==> config.mk <==
export PLATFORM = sky130hd
export DESIGN_NAME = obj_line_scan
export DESIGN_NICKNAME = d
export VERILOG_FILES = /design/src/obj_geom_pkg.sv /design/src/obj_fmt_pkg.sv /design/src/obj_line_scan.sv
export SDC_FILE = /design/constraint.sdc
export NUM_CORES = 1
export LEC_CHECK = 0
export BUFFER_PORTS_ARGS = -buffer_cell sky130_fd_sc_hd__buf_2
export CAP_MARGIN = 25
export CELL_PAD_IN_SITES_DETAIL_PLACEMENT = 0
export CELL_PAD_IN_SITES_GLOBAL_PLACEMENT = 1
export CORE_MARGIN = 2
export CORE_UTILIZATION = 45
export DETAILED_ROUTE_END_ITERATION = 8
export HOLD_SLACK_MARGIN = 0.06
export PLACE_DENSITY_LB_ADDON = 0.1
export SYNTH_ARGS = -nofsm -noshare
export SYNTH_HDL_FRONTEND = slang
export SYNTH_SLANG_ARGS = --single-unit
==> constraint.sdc <==
create_clock -name clk -period 3.8 [get_ports clk]
set_clock_uncertainty 0.1 [all_clocks]
set_input_delay 0.57 -clock clk [delete_from_list [all_inputs] [get_ports clk]]
set_output_delay 0.57 -clock clk [all_outputs]
set_load 0.005 [all_outputs]
==> src/obj_geom_pkg.sv <==
// object table and line table sizes; the table is sized to fill OBJ_AW exactly
package obj_geom_pkg;

    localparam int DATA_W       = 16;                   // every table word
    localparam int OBJ_COUNT    = 64;
    localparam int OBJ_IW       = $clog2(OBJ_COUNT);    // object index
    localparam int OBJ_AW       = OBJ_IW + 2;           // four words per object
    localparam int TBL_WORDS    = OBJ_COUNT * 4;

    // apb word address, one bit wider so that misses can be flagged
    localparam int PADDR_W      = OBJ_AW + 1;

    localparam int LINE_ENTRIES = 32;
    localparam int ENTRY_W      = $clog2(LINE_ENTRIES);
    localparam int LINE_AW      = ENTRY_W + 2;          // entry index and word select
    localparam int BUF_AW       = LINE_AW + 1;          // plus bank bit

    localparam int VPOS_W       = 9;                    // scan line, wraps at 512

endpackage

==> src/obj_fmt_pkg.sv <==
// object word order, attribute fields and line entry layout; hflip is passed through only
package obj_fmt_pkg;

    // word order inside one object of the table
    localparam logic [1:0] WORD_ATTR = 2'd0;
    localparam logic [1:0] WORD_CODE = 2'd1;
    localparam logic [1:0] WORD_Y    = 2'd2;
    localparam logic [1:0] WORD_X    = 2'd3;

    // attribute word fields
    localparam int TM_HI     = 15;  // extra tile rows
    localparam int TM_LO     = 12;
    localparam int TN_HI     = 11;  // extra tile columns
    localparam int TN_LO     = 8;
    localparam int VFLIP_BIT = 6;
    localparam int HFLIP_BIT = 5;
    localparam int PAL_HI    = 4;
    localparam int PAL_LO    = 0;

    localparam int TILE_IDX_W = TM_HI - TM_LO + 1;

    localparam int TILE_PX = 16;                // pixels per tile, both ways
    localparam int TILE_SH = $clog2(TILE_PX);

    // line entry words, word 3 is left unwritten
    localparam logic [1:0] ENT_ATTR = 2'd0;
    localparam logic [1:0] ENT_CODE = 2'd1;
    localparam logic [1:0] ENT_X    = 2'd2;

    localparam logic [15:0] ENTRY_FILL = 16'hffff;

endpackage

==> src/obj_line_scan.sv <==
// line table builder; vrender must stay stable while busy, start is ignored during a scan
`timescale 1ns/1ps

module obj_line_scan (
    input  logic                               clk,
    input  logic                               rst,
    input  logic                               start,
    input  logic [obj_geom_pkg::VPOS_W-1:0]    vrender,
    output logic                               busy,
    output logic                               done,
    // object table
    output logic [obj_geom_pkg::OBJ_AW-1:0]    tbl_addr,
    input  logic [obj_geom_pkg::DATA_W-1:0]    tbl_data,
    // decode
    output logic [obj_geom_pkg::DATA_W-1:0]    obj_attr,
    output logic [obj_geom_pkg::DATA_W-1:0]    obj_code,
    output logic [obj_geom_pkg::DATA_W-1:0]    obj_y,
    output logic [obj_fmt_pkg::TILE_IDX_W-1:0] tile_n_idx,
    input  logic                               inzone,
    input  logic [obj_fmt_pkg::TILE_SH-1:0]    vsub,
    input  logic [obj_geom_pkg::DATA_W-1:0]    code_mn,
    input  logic                               last_col,
    // line buffer
    output logic                               wr_en,
    output logic [obj_geom_pkg::BUF_AW-1:0]    wr_addr,
    output logic [obj_geom_pkg::DATA_W-1:0]    wr_data
);
    import obj_geom_pkg::*;
    import obj_fmt_pkg::*;

    typedef enum logic [2:0] {S_IDLE, S_FETCH, S_CHECK, S_WRITE, S_FILL} state_t;

    state_t                state;
    logic [OBJ_IW-1:0]     obj_idx;
    logic [2:0]            fcnt;        // word fetch step, 0 to 4
    logic [1:0]            cap_word;
    logic [1:0]            ww;          // entry word being written
    logic [TILE_IDX_W-1:0] n;
    logic [ENTRY_W:0]      ecnt;        // entries written, up to LINE_ENTRIES
    logic                  prev_valid;
    logic                  repeated;
    logic [DATA_W-1:0]     obj_x;
    logic [DATA_W-1:0]     prev_attr, prev_code, prev_y, prev_x;

    assign tbl_addr   = {obj_idx, fcnt[1:0]};
    assign cap_word   = 2'(fcnt - 3'd1);     // data lags address by one
    assign tile_n_idx = n;
    assign busy       = state != S_IDLE;

    assign repeated = prev_valid && obj_attr == prev_attr && obj_code == prev_code
                      && obj_y == prev_y && obj_x == prev_x;

    always_ff @(posedge clk or posedge rst) begin
        if (rst) begin
            state      <= S_IDLE;
            obj_idx    <= '0;
            fcnt       <= '0;
            ww         <= ENT_ATTR;
            n          <= '0;
            ecnt       <= '0;
            prev_valid <= 1'b0;
            done       <= 1'b0;
        end else begin
            done <= 1'b0;
            case (state)
                S_IDLE: if (start) begin
                    obj_idx    <= OBJ_IW'(OBJ_COUNT - 1);   // highest object first
                    fcnt       <= '0;
                    ecnt       <= '0;
                    prev_valid <= 1'b0;
                    state      <= S_FETCH;
                end
                S_FETCH: begin
                    fcnt <= fcnt + 3'd1;
                    if (fcnt == 3'd4) begin
                        fcnt  <= '0;
                        state <= S_CHECK;
                    end
                end
                S_CHECK: begin
                    prev_valid <= 1'b1;
                    n          <= '0;
                    ww         <= ENT_ATTR;
                    if (!repeated && inzone) begin
                        state <= S_WRITE;
                    end else if (obj_idx == '0) begin
                        state <= S_FILL;
                    end else begin
                        obj_idx <= obj_idx - 1'b1;
                        state   <= S_FETCH;
                    end
                end
                S_WRITE: begin
                    ww <= ww + 2'd1;
                    if (ww == ENT_X) begin // entry complete
                        ww   <= ENT_ATTR;
                        ecnt <= ecnt + 1'b1;
                        if (ecnt == (ENTRY_W + 1)'(LINE_ENTRIES - 1)) begin
                            done  <= 1'b1;
                            state <= S_IDLE;
                        end else if (!last_col) begin
                            n <= n + 1'b1;
                        end else if (obj_idx == '0) begin
                            state <= S_FILL;
                        end else begin
                            obj_idx <= obj_idx - 1'b1;
                            state   <= S_FETCH;
                        end
                    end
                end
                S_FILL: begin
                    ww <= ww + 2'd1;
                    if (ww == ENT_X) begin
                        ww   <= ENT_ATTR;
                        ecnt <= ecnt + 1'b1;
                        if (ecnt == (ENTRY_W + 1)'(LINE_ENTRIES - 1)) begin
                            done  <= 1'b1;
                            state <= S_IDLE;
                        end
                    end
                end
                default: state <= S_IDLE;
            endcase
        end
    end

    // object words, current and previous, shift on each capture
    always_ff @(posedge clk) begin
        if (state == S_FETCH && fcnt != 3'd0) begin
            case (cap_word)
                WORD_ATTR: begin
                    prev_attr <= obj_attr;
                    obj_attr  <= tbl_data;
                end
                WORD_CODE: begin
                    prev_code <= obj_code;
                    obj_code  <= tbl_data;
                end
                WORD_Y: begin
                    prev_y <= obj_y;
                    obj_y  <= tbl_data;
                end
                WORD_X: begin
                    prev_x <= obj_x;
                    obj_x  <= tbl_data;
                end
                default: ;
            endcase
        end
    end

    assign wr_en   = state == S_WRITE || state == S_FILL;
    assign wr_addr = {vrender[0], ecnt[ENTRY_W-1:0], ww};

    always_comb begin
        wr_data = ENTRY_FILL;
        if (state == S_WRITE) begin
            case (ww)
                ENT_ATTR: wr_data = {4'd0, vsub, obj_attr[7], obj_attr[VFLIP_BIT],
                                     obj_attr[HFLIP_BIT], obj_attr[PAL_HI:PAL_LO]};
                ENT_CODE: wr_data = code_mn;
                default:  wr_data = obj_x + DATA_W'(n) * DATA_W'(TILE_PX); // column x
            endcase
        end
    end

    a_ecnt_limit: assert property (@(posedge clk) disable iff (rst)
        ecnt <= (ENTRY_W + 1)'(LINE_ENTRIES))
        else $error("entry count past LINE_ENTRIES");

    a_wr_busy: assert property (@(posedge clk) disable iff (rst)
        wr_en |-> busy && ecnt < (ENTRY_W + 1)'(LINE_ENTRIES))
        else $error("line write outside a scan");

endmodule

# --- Yosys cells after proc, flatten, opt, wreduce, memory -nomap -nowiden ---
# Index checks and enable logic that the tools add are counted.
totals:
  register_bits: 154
  word_cells: 116
  in_bits: 50
classes:
  eq_ne: 26
  add_sub_neg: 7
  reduce_logical: 31
  muxes: 36
op_table:
  columns: ["operator", "n"]
  rows:
  - ["$eq 16x16->1", 4]
  - ["$mux 6", 8]
  - ["$mux 3", 11]
  - ["$pmux 16 s2", 1]
  - ["$ne 2x2->1 const B", 9]
  - ["$pmux 6 s3", 1]
  - ["$add 16x8->16", 1]
  - ["$mux 16", 1]
  - ["$pmux 3 s5", 1]
  - ["$mux 4", 3]
  - ["$pmux 6 s2", 1]
  - ["$reduce_and 2->1", 6]
  - ["$reduce_and 6->1", 2]
  - ["$reduce_bool 2->1", 5]
  - ["$reduce_bool 3->1", 3]
  - ["$pmux 4 s2", 1]
  - ["$add 6x1->6 const B", 1]
  - ["$eq 2x2->1 const B", 3]
  - ["$eq 3x2->1 const B", 2]
  - ["$eq 3x3->1 const B", 2]
  - ["$eq 6x5->1 const B", 1]
  - ["$logic_and 1x1->1", 6]
  - ["$logic_not 6->1", 1]
  - ["$pmux 3 s2", 1]
  - ["other kinds (20)", 25]

# --- Logic depth before layout (Yosys ltp) ---
# Gate-level depths: netlist of the first run.
logic_depth:
  depth_word: 9
  depth_mapped: 10
  mapped_depth_nobuf: 10

# --- Worst setup path after synthesis of the first run ---
# Ideal clock, no wire load.
synth_timing:
  kind: "register to register"
  startpoint: "register ecnt[0] (netlist name)"
  endpoint: "register obj_x[0] (enable)"
  path_buffers: 0
  t_arrival_ns: 2.671
  required_ns: 3.277
  slack_ns: 0.606
  path_stages_with_launch: 7
  synth_period_minus_slack_ns: 3.194
  cell_sequence: "dfrtp_1 > ha_1 > nand3_1 > nor3b_2 > or3_1 > o211ai_2 > nor2_1"
synth_rtl:
  columns: ["element", "line_no", "text"]
  rows:
  - ["to (signal assigned)", "obj_line_scan.sv:145", "obj_x <= tbl_data;"]
  - ["to (decl)", "obj_line_scan.sv:42", "logic [DATA_W-1:0] obj_x;"]

# --- Final worst setup path of the first run ---
layout_timing:
  startpoint: "register n[0], in the netlist tile_n_idx[0]"
  endpoint: "output wr_data[14] (netlist name)"
layout_via:
  elab_chain_len: 3
layout_rtl:
  columns: ["element", "line_no", "text"]
  rows:
  - ["from (decl)", "obj_line_scan.sv:38", "logic [TILE_IDX_W-1:0] n;"]
  - ["from (signal assigned)", "obj_line_scan.sv:102", "n <= n + 1'b1;"]
  - ["$add 16x8->16", "obj_line_scan.sv:162", "default: wr_data = obj_x + DATA_W'(n) * DATA_W'(TILE_PX);"]
  - ["$pmux 16 s2", "obj_line_scan.sv:158", "case (ww)"]
  - ["$mux 16", "obj_line_scan.sv:157", "if (state == S_WRITE) begin"]
  - ["to (decl)", "obj_line_scan.sv:26", "output logic [obj_geom_pkg::DATA_W-1:0] wr_data"]
# Every way passes these cells.

==> results of run 1 <==
-- logic make-up after synthesis --
kind of cell	synth area share, %
AOI/OAI and AO/OA	8.50
xor gates and xnor gates	8.48
adders and majority gates	2.64
buffers and inverters	3.17
DFF	65.0
muxes	1.74
and+or+nand+nor	10.5
-- per-stage QoR --
| stage | power [mW] | hold slack [ns] |
|---|---|---|
| 3_3_place_gp | 3.96 | 0.368 |
| 5_1_grt | 6.01 | 0.0963 |
| 6_report | 5.69 | 0.0679 |
| 4_1_cts | 5.73 | 0.0750 |
| 3_5_place_dp | 3.99 | 0.363 |
| 2_1_floorplan | 3.46 | 0.343 |
-- sequential cells by signal, summed over array words and instances, names as in the netlist --
signal and cells:
obj_x 16, obj_y 16, obj_attr 16, prev_x 16
obj_idx 6, ecnt 6, state 3, prev_y 16
fcnt 3, done 1, prev_attr 16, ww 2
prev_valid 1, prev_code 16, tile_n_idx 4, obj_code 16
-- critical path, stage by stage, from the launching register on --
cell                       delay, ns
sky130_fd_sc_hd__dfrtp_1        0.48
sky130_fd_sc_hd__ha_1           0.24
sky130_fd_sc_hd__inv_1          0.06
sky130_fd_sc_hd__fa_1           0.40
sky130_fd_sc_hd__nor2b_1        0.12
sky130_fd_sc_hd__o21ai_0        0.08
sky130_fd_sc_hd__nand2b_1       0.14
sky130_fd_sc_hd__nand2_1        0.10
sky130_fd_sc_hd__nor2_1         0.15
sky130_fd_sc_hd__xnor2_1        0.16
sky130_fd_sc_hd__o21ai_0        0.10
sky130_fd_sc_hd__buf_2          0.14
-- path summary, 6_finish.rpt --
| kind | depth (start not counted) | endpoint | start |
|---|---|---|---|
| min in group clk | 1 | obj_attr[7]$_DFFE_PP_ | tbl_data[7] |
| hold / removal | 2 | ecnt[4]$_DFFE_PP0P_ | rst |
| setup / recovery | 11 | wr_data[14] | tile_n_idx[0]$_DFFE_PP0P_ |
| hold reg to reg | 1 | prev_valid$_DFFE_PP0P_ | prev_valid$_DFFE_PP0P_ |
| setup reg to reg | 8 | state[1]$_DFFE_PP0P_ | state[1]$_DFFE_PP0P_ |
| max in group asynchronous | 3 | obj_idx[1]$_DFFE_PP0P_ | rst |
-- cells in the final DEF, fill, tap and decap left out, types with 4 or more instances in the layout --
cell type / count
sky130_fd_sc_hd__clkbuf_16: 17
sky130_fd_sc_hd__nand4_1: 10
sky130_fd_sc_hd__o21ai_1: 6
sky130_fd_sc_hd__nor2_1: 15
sky130_fd_sc_hd__ha_1: 13
sky130_fd_sc_hd__xor2_1: 9
sky130_fd_sc_hd__a21oi_1: 13
sky130_fd_sc_hd__and3_1: 4
sky130_fd_sc_hd__edfxtp_1: 128
sky130_fd_sc_hd__buf_2: 126
sky130_fd_sc_hd__nor2b_1: 8
sky130_fd_sc_hd__o211ai_1: 4
sky130_fd_sc_hd__a31oi_1: 10
sky130_fd_sc_hd__nor3_1: 9
sky130_fd_sc_hd__dfrtp_1: 26
sky130_fd_sc_hd__o21ai_0: 24
sky130_fd_sc_hd__nand2b_1: 7
sky130_fd_sc_hd__xnor2_1: 58
sky130_fd_sc_hd__buf_4: 6
sky130_fd_sc_hd__mux2i_1: 12
sky130_fd_sc_hd__inv_1: 19
sky130_fd_sc_hd__or3_1: 4
sky130_fd_sc_hd__nand3_1: 11
sky130_fd_sc_hd__inv_6: 4
sky130_fd_sc_hd__and2_1: 4
sky130_fd_sc_hd__nand2_1: 46
-- cell type report --
class	count	area, sq um
Fill cell	1301	6750
Sequential cell	154	4490
Multi-Input combinational cell	313	2210
Timing Repair Buffer	134	731
Clock buffer	18	429
Tap cell	188	235
Clock inverter	13	166
Inverter	22	82.6
-- metal layers --
| metal | track usage, % | up-vias | wire length [um] |
|---|---|---|---|
| met3 | 3.88 | 18 | 731 |
| met2 | 32.9 | 131 | 7870 |
| li1 | - | 2142 | - |
| met4 | 7.95 | 0 | 276 |
| met1 | 27.4 | 2177 | 7140 |
| met5 | 0 | - | 0 |
-- power by group --
part | internal (mW) | switching (mW) | total, mW | leakage, nW
clock network | 1.04 | 0.683 | 1.72 | 0.287
logic | 0.602 | 0.861 | 1.46 | 1.36
registers | 2.20 | 0.311 | 2.51 | 1.48
==> out/summary.md, run 1 <==
The routed layout has 4468 vias. For this run, asynchronously set or reset flops after synthesis account for 16.9%. For this run, the detailed router's first-pass iteration total came to 4. Setup violations remaining at the end of the flow were counted as 0. The tools report the launching element type of the critical path as a flip-flop.

In the synthesized netlist, the cells that appear most often are sky130_fd_sc_hd__edfxtp_1, sky130_fd_sc_hd__xnor2_1, sky130_fd_sc_hd__nand2_1. The tools report the count of non-filler cells in the finished layout as 842. Data on the critical path is required at its endpoint by 3.13 ns.

After routing the design area is 8340 sq um. The routed design could run at a clock period as short as 3.26 ns. The final layout contains routed wiring with a total length of 16.0 mm. The total of max-cap violations is 0. The number of port buffers is 126, and the number of global-route vias before repair is 4480. Summed over all instances, the cell type with the most area after synthesis is sky130_fd_sc_hd__edfxtp_1. Derived from the worst setup path, the maximum achievable clock frequency is 307 MHz. The DRC violation count after routing was 0; the placer congestion estimate was 0.782. Counting flops with a built-in enable in the synthesized netlist gives 128. In this run the vertical extent of the chip is 128 um. In the post-synthesis netlist, the cell with the most instances is sky130_fd_sc_hd__edfxtp_1. Dividing the detail-routed wire length by the instance count gives 19.0 um. In the post-synthesis netlist, the biggest area contributors are sky130_fd_sc_hd__edfxtp_1, sky130_fd_sc_hd__dfrtp_1, sky130_fd_sc_hd__xnor2_1.

Setup repair after global routing left no endpoint under its margin. The run gives 572 as the number of nets produced by synthesis. The worst setup path is captured at an output pin. After layout, the worst path uses 85.8% of the clock period.

The number of nets in the finished design is 706. The run gives 34 as the largest net degree at the start of global routing. For this design, the sink count on the clock tree is 154.

The antenna diode count was 0; the count of final max-slew check failures was 0. The number of buffers between clock root and the deepest sink is 2, and the final design utilization is 55.3%. The number of cell rows came out at 45.

After synthesis, the mean cell area works out to 13.6 sq um. 137 I/O pins were placed. After clock tree synthesis, the clock-pin slew on the worst setup and hold paths is 0.06 ns. By startpoint and endpoint, the worst setup path is classified as reg2out. In this run the static leakage power is 3.13 nW.

The cell area after placement is 7720 sq um, and the placed wire-length estimate is 11.2 mm. TritonCTS built the clock tree. Number of setup buffers added after CTS: 0. Of all nets on the critical path, the largest fanout is 7. The share of final-layout standard cells stronger than drive strength 1 was 28.3%; the antenna violation net count after detailed routing was 0.

The number of clock buffers added by TritonCTS is 17. The synthesized design contains 154 register bits. The core outline area was 15100 sq um; the actual slew at the worst max-slew pin was 0.778 ns. The leading register cell type out of synthesis is sky130_fd_sc_hd__edfxtp_1. Arrival time at the worst endpoint: 2.59 ns. The worst ir drop on vdd came out at 0.349 mV. The clock tree root buffer cell is sky130_fd_sc_hd__clkbuf_16. The initial cell density of the core is 45.8%. The run gives 65.0% as the proportion of synthesized chip area in sequential cells.

The worst path meets setup with 0.541 ns of slack. The clock reaches the later pin of the worst-skew pair after 0.42 ns. Global routing used 20.4% of the available tracks. Compared with the post-synthesis result, the final layout area differs by 20.6%. The first global-routing pass estimated 24.7 mm of wire. Synthesis handed over a netlist of 508 instances. At the placement stage, the worst setup path has a slack of 0.984 ns. The cell area power density was 682 nW/um^2. For this run the aggregate overflow at the end of global routing stands at 0.

Number of hold buffers added after CTS: 0. Yosys mapped the design onto 57 distinct sky130hd cell types. The logs give 0 for the post-cts sizing count and 810 for the placed cell count.

The reg-to-reg setup timing slack is 1.10 ns, and the horizontal die dimension is 128 um. The logs give 0 for the number of warnings printed during yosys synthesis and 4 for the level count of the clock H-tree. The total standard cell area after synthesis is 6920 sq um, and the final count of hold timing violations is 0. The run gives 237 as the number of DRC markers in iteration 0. The per-cell via count in the routed design was 5.31. The run finished with clean final reports.

Worst min-delay path class: in2async. The fraction of post-synthesis cell area in the top cell type by area was 55.6%. Headroom to the max-slew limit came out at 48.1%. The logs give 0 for the initial antenna violation count and 0 ns for the accumulated negative setup slack. The die covers 16400 sq um.
Note: power is estimated with default switching activity, not from simulation.
==> run 2: changes to the inputs <==
- CORE_UTILIZATION: 45 -> 31
==> run 2 against run 1 <==
Critical path depth unchanged. Register-to-register slack lost 0.07 ns. Power fell by 1.2%. Fmax is 0.17% lower. Wire length up 10%. Non-clock buffer count up 1. Critical endpoint unchanged. Largest cell class unchanged. Highest routed layer unchanged.
==> out/summary.md, run 2 (same netlist as run 1, synthesis figures left out) <==
The flow ran to the end, and the final reports show no timing, DRC or antenna violations. The tools report the total vias in the final route as 4432 (-0.81%). The vertical extent of the die was 153 um (+20%). The required arrival time at the worst endpoint is 3.13 ns (about the same). The antenna diode count came out at 0 (unchanged). The logs give 0 (unchanged) for the total setup violations reported at the end of the flow and 306 MHz (-0.17%) for the maximum achievable frequency. The number of cell rows came out at 54 (+20%). The level count of the clock H-tree was 4 (unchanged).

For the placer congestion estimate, the log shows 0.770 (-1.5%). The length of the first detailed-routing pass in iterations is 4 (unchanged), and the count of final max-slew check failures is 0 (unchanged). Source-to-sink clock delay at the later pin of the worst-skew pair: 0.42 ns (about the same). The per-cell via count in the routed design came out at 4.74 (-11%). Horizontal die dimension: 153 um (+20%).

The placed cell count came out at 904 (+12%). The area growth from synthesis to layout is 21.9%, and the number of nets in the finished design is 707 (+0.14%). The worst ir drop on vdd is 0.287 mV (-18%).

For the total of max-cap violations, the log shows 0 (unchanged). The DRC violation count after routing is 0 (unchanged), and the shortest period the worst path allows is 3.26 ns (+0.00549 ns). The post-cts sizing count came out at 0 (unchanged).

The area enclosed by the die boundary came out at 23500 sq um (+44%). The final count of hold timing violations is 0 (unchanged), and the number of buffer and inverter instances along the worst setup path is 2 (unchanged). The number of port buffers was 126 (unchanged); the clock-pin slew on the worst setup and hold paths was 0.07 ns (about the same).

The first-pass GRT wire length was 27.3 mm (+10%). The maximum fanout along the worst path is 7 (unchanged). The worst min-delay path class was in2async. The average wire length per cell after detail routing is 18.9 um (-0.84%), and the reg-to-reg setup timing slack is 1.03 ns (-0.07 ns). The run gives 137 (unchanged) as the count of boundary I/O pins. The ratio of final minimum period to clock period is 85.9% (+0.14 points).

The count of clock tree sinks was 154 (unchanged); the leakage power of the design was 3.11 nW (-0.41%). For the final hold slack, the log shows 0.0600 ns (-0.00787 ns). For the accumulated negative setup slack, the log shows 0 ns (unchanged). Highest-delay cell along the critical path: sky130_fd_sc_hd__dfrtp_1. TritonCTS built the clock tree.

The largest net degree at the start of global routing is 34 (unchanged), and the placed wire-length estimate is 12.7 mm (+13%). The share of final-layout standard cells stronger than drive strength 1 is 29.0% (+0.68 points), and the aggregate global-route resource usage is 15.3% (-5.1 points). The critical path's largest stage delay is 0.47 ns (about the same), and the total global routing overflow is 0 (unchanged). The tools report the count of non-filler cells in the finished layout as 936 (+11%).

Walking the worst path, the cells encountered are ha_1 -> inv_1 -> fa_1 -> nor2b_1 -> o21ai_0 -> nand2b_1 -> nand2_1 -> nor2_1 -> xnor2_1 -> o21ai_0 -> buf_2. The number of inserted filler cells in the final layout is 2130 (+64%). The number of DRC markers in iteration 0 was 214 (-9.7%). The actual slew at the worst max-slew pin works out to 0.798 ns (+0.0203 ns). The critical path is of the reg2out type. The initial cell density of the core is 31.6% (-14 points), and the worst relative slew slack is 46.8% (-1.4 points). Leaving out fill and tap cells, the most frequent cell in the layout is sky130_fd_sc_hd__edfxtp_1. Setup repair after global routing left no endpoint under its margin. The arrival time at the worst endpoint was 2.59 ns (about the same).

Number of buffers between clock root and the deepest sink: 2 (unchanged). The initial antenna violation count came out at 0 (unchanged). The number of hold buffers added after CTS was 0 (unchanged). The TritonCTS buffer count was 17 (unchanged). In the layout the commonest cells are sky130_fd_sc_hd__edfxtp_1, sky130_fd_sc_hd__buf_2, sky130_fd_sc_hd__xnor2_1.

The tools report the total wirelength of the detailed-routed design as 17.7 mm (+10%). Antenna violation net count after detailed routing: 0 (unchanged). The final design utilization came out at 38.5% (-17 points).

The launching element type of the critical path is a flip-flop. The run gives 21900 sq um (+45%) as the core outline area. The tools report the clock tree root buffer cell as sky130_fd_sc_hd__clkbuf_16.

The tools report the total design power as 5.62 mW (-1.2%). By instance count, the cell type seen most on the critical path is sky130_fd_sc_hd__o21ai_0. On the critical path the largest part of the delay comes from adder cells.

The number of global-route vias before repair is 4606 (+2.8%). STA classifies the critical path endpoint as an output pin. The tools report the number of setup buffers added after CTS as 0 (unchanged). The cell area power density was 667 nW/um^2 (-2.2%).
-- run 2: cell types whose count changed in the layout (fill, tap and decap cells not counted), moves of 2 or more --
cell	change
sky130_fd_sc_hd__buf_4	+2
sky130_fd_sc_hd__bufinv_16	-3
sky130_fd_sc_hd__clkinv_1	-2
sky130_fd_sc_hd__clkinv_4	-2
sky130_fd_sc_hd__clkinv_8	+3
sky130_fd_sc_hd__clkinvlp_4	+2
sky130_fd_sc_hd__inv_8	+4
-- run 2: worst paths after layout --
kind / from / end / depth (start not counted)
worst max-delay path: tile_n_idx[0]$_DFFE_PP0P_ / wr_data[14] / 11
worst min-delay path: rst / obj_idx[3]$_DFFE_PP0P_ / 2
worst max register to register: state[1]$_DFFE_PP0P_ / state[1]$_DFFE_PP0P_ / 8
worst min register to register: obj_y[15]$_DFFE_PP_ / prev_y[15]$_DFFE_PP_ / 0
max in group asynchronous: rst / tile_n_idx[1]$_DFFE_PP0P_ / 3
min in group clk: tbl_data[1] / obj_attr[1]$_DFFE_PP_ / 1
-- run 2: stage by stage --
step           instance area (sq um)  setup WS [ns]
2_1_floorplan                   6920          0.606
3_3_place_gp                    7820          0.978
3_5_place_dp                    7850          0.965
4_1_cts                         8430          0.494
5_1_grt                         8430          0.253
6_report                        8430          0.536
-- run 2: cell type report --
| cell class | count | area, sq um | area share (%) |
|---|---|---|---|
| clock inverters | 15 | 156 | 1.85 |
| flip-flops and latches | 154 | 4490 | 53.3 |
| multi-input cells | 313 | 2210 | 26.2 |
| well taps | 280 | 350 | 4.15 |
| repair buffers | 135 | 718 | 8.52 |
| inverters | 22 | 82.6 | 0.979 |
| clock buffers | 17 | 425 | 5.04 |
-- run 2: per-layer routing --
layer	vias up	track usage, %	wire (um)
met5	-	0	0
met4	0	3.23	171
met3	11	4.05	820
met2	102	24.8	8300
met1	2188	20.7	8370
li1	2131	-	-
-- run 2: power breakdown --
group | internal [mW] | leakage, nW | switching, mW
Sequential | 2.20 | 1.48 | 0.330
Clock | 0.875 | 0.276 | 0.772
Combinational | 0.590 | 1.36 | 0.860
Total | 3.66 | 3.11 | 1.96
==> run 3: changes to the inputs <==
- CORE_ASPECT_RATIO: unset -> 1.4
==> run 3 against run 2 <==
Non-clock buffer count is 1 higher. Fmax decreased by 1.5%. Utilization grew 0.14 points.
==> out/summary.md, run 3 (same netlist as run 1, synthesis figures left out) <==
The tools report the final design utilization as 38.7% (+0.14 points). Count of boundary I/O pins: 137 (unchanged). The launching element type of the critical path is a flip-flop.

The met2 wire length was 9.18 mm (+11%); the actual slew at the worst max-slew pin was 0.780 ns (-0.0185 ns). The placer congestion estimate came out at 0.773 (+0.43%). The worst relative slew slack came out at 48.0% (+1.2 points). The required arrival time at the worst endpoint was 3.13 ns (about the same); the total of max-cap violations was 0 (unchanged). The aggregate global-route resource usage was 15.6% (+0.32 points). Topmost layer with routed signal wires: met4. The tools report the clock tree root buffer cell as sky130_fd_sc_hd__clkbuf_16.

The flow ran to the end, and the final reports show no timing, DRC or antenna violations. The maximum fanout along the worst path is 7 (unchanged). In the layout the commonest cells are sky130_fd_sc_hd__edfxtp_1, sky130_fd_sc_hd__buf_2, sky130_fd_sc_hd__xnor2_1. For the first-pass GRT wire length, the log shows 26.9 mm (-1.3%).

The antenna diode count is 0 (unchanged). The share of final-layout standard cells stronger than drive strength 1 is 28.6% (-0.35 points), and the number of global-route vias before repair is 4464 (-3.1%). The number of cell rows came out at 64 (+19%). The number of setup buffers added after CTS was 0 (unchanged). The tools report the final count of hold timing violations as 0 (unchanged). The worst setup path is of the reg2out kind. The run gives 17 (unchanged) as the TritonCTS buffer count. The clock-pin slew on the worst setup and hold paths is 0.07 ns (about the same), and the count of clock tree sinks is 154 (unchanged). Cell area power density: 664 nW/um^2 (-0.47%). The initial antenna violation count is 0 (unchanged), and the total wirelength of the detailed-routed design is 17.7 mm (+0.14%).

Number of DRC markers in iteration 0: 299 (+40%). The number of nets in the finished design was 708 (+0.14%); the number of inserted filler cells in the final layout was 2137 (+0.33%). The vertical extent of the die is 181 um (+18%).

The worst ir drop on vdd was 0.341 mV (+19%). The total vias in the final route came out at 4444 (+0.27%). The total setup violations reported at the end of the flow is 0 (unchanged), and the level count of the clock H-tree is 4 (unchanged). The average wire length per cell after detail routing came out at 18.5 um (-1.7%). Area enclosed by the die boundary: 23500 sq um (about the same).

Total global routing overflow: 0 (unchanged). For the detailed route wirelength on metal3, the log shows 681 um (-17%). Leaving out fill and tap cells, the most frequent cell in the layout is sky130_fd_sc_hd__edfxtp_1. The worst setup path is captured at an output pin. Leakage power of the design: 3.12 nW (+0.17%).

The number of port buffers came out at 126 (unchanged). The initial cell density of the core is 31.6% (+0.043 points), and the shortest period the worst path allows is 3.31 ns (+0.0484 ns). The length of the first detailed-routing pass in iterations was 7 (+3); the horizontal die dimension was 130 um (-15%). The worst min-delay path class was in2reg. The tools report the accumulated negative setup slack as 0 ns (unchanged). The core outline area was 21900 sq um (-0.14%). The number of buffers between clock root and the deepest sink was 2 (unchanged); the arrival time at the worst endpoint was 2.64 ns (+0.05 ns). The area growth from synthesis to layout is 22.2%. The antenna violation net count after detailed routing is 0 (unchanged), and the largest net degree at the start of global routing is 34 (unchanged). The total area of multi-input combinational cells is 2210 sq um (unchanged). Setup repair after global routing left no endpoint under its margin.

The tools report the placed wire-length estimate as 12.9 mm (+2.2%). The run gives 4490 sq um (unchanged) as the register cell area after layout. The met1 routed wirelength after detailed routing was 7.58 mm (-9.4%); the per-cell via count in the routed design was 4.66 (-1.6%). The tools report the DRC violation count after routing as 0 (unchanged). The maximum achievable frequency was 302 MHz (-1.5%). The run gives 0 (unchanged) as the count of final max-slew check failures. Source-to-sink clock delay at the later pin of the worst-skew pair: 0.43 ns (about the same).

TritonCTS built the clock tree. The post-cts sizing count is 0 (unchanged). The ratio of final minimum period to clock period came out at 87.2% (+1.3 points).
## run 3: changes by cell type in the layout (fill, tap and decap cells not counted)
cell,change
sky130_fd_sc_hd__inv_6,+4
sky130_fd_sc_hd__inv_8,-4
sky130_fd_sc_hd__clkinv_8,-3
sky130_fd_sc_hd__clkinv_1,+2
sky130_fd_sc_hd__clkinv_4,+2
sky130_fd_sc_hd__clkinvlp_4,-2
sky130_fd_sc_hd__buf_4,-1
sky130_fd_sc_hd__buf_8,+1
sky130_fd_sc_hd__bufinv_16,+1
sky130_fd_sc_hd__dlygate4sd3_1,+1
## run 3: timing repair
item,4_1_cts,5_1_grt
endpoints found under the setup margin,0,0
hold endpoints to repair,7,0
hold buffers,1,0
## run 3: worst paths after layout
check / start / to / slack [ns] / depth (start not counted)
worst max register to register: state[1]$_DFFE_PP0P_ / state[1]$_DFFE_PP0P_ / 1.13 / 8
worst max-delay path: tile_n_idx[0]$_DFFE_PP0P_ / wr_data[10] / 0.49 / 11
worst min-delay path: tbl_data[4] / obj_attr[4]$_DFFE_PP_ / 0.27 / 1
min in group asynchronous: rst / done$_DFF_PP0_ / 0.58 / 3
worst min register to register: obj_y[15]$_DFFE_PP_ / prev_y[15]$_DFFE_PP_ / 0.39 / 0
max in group asynchronous: rst / obj_idx[0]$_DFFE_PP0P_ / 2.57 / 4
## run 3: power breakdown
part	switching (mW)	internal, mW
logic	0.848	0.595
registers	0.329	2.20
clock network	0.728	0.912
total	1.91	3.70
## run 3: per-stage QoR
stage          cells  worst slack [ns]  total power [mW]  hold WS (ns)  area (sq um)
3_5_place_dp     920             0.968              4.02         0.369          7870
2_1_floorplan    508             0.606              3.46         0.343          6920
6_report         954             0.488              5.61         0.269          8450
3_3_place_gp     919             0.991              4.00         0.367          7840
5_1_grt          954             0.201              5.96         0.256          8450
4_1_cts          953             0.463              5.69         0.252          8440
## run 3: per-layer routing
layer,GRT usage [%],up-vias
met5,0,-
met4,4.90,0
met3,3.46,16
met2,26.7,124
met1,19.5,2171
li1,-,2133
## run 3: layout make-up
type	count	area share [%]
Clock inverter	15	1.63
Tap cell	297	4.40
Timing Repair Buffer	136	8.70
Inverter	22	0.977
Clock buffer	17	5.03
Multi-Input combinational cell	313	26.1
Sequential cell	154	53.2
## run 3: critical path: stages, from the launching register on
cell and delay (ns):
sky130_fd_sc_hd__dfrtp_1 0.47, sky130_fd_sc_hd__ha_1 0.23, sky130_fd_sc_hd__inv_1 0.06, sky130_fd_sc_hd__fa_1 0.40, sky130_fd_sc_hd__nor2b_1 0.12, sky130_fd_sc_hd__o21ai_0 0.09, sky130_fd_sc_hd__nand2b_1 0.15, sky130_fd_sc_hd__nand3_1 0.11
sky130_fd_sc_hd__xnor2_1 0.27, sky130_fd_sc_hd__o21ai_0 0.12, sky130_fd_sc_hd__nand2_1 0.08, sky130_fd_sc_hd__buf_2 0.11
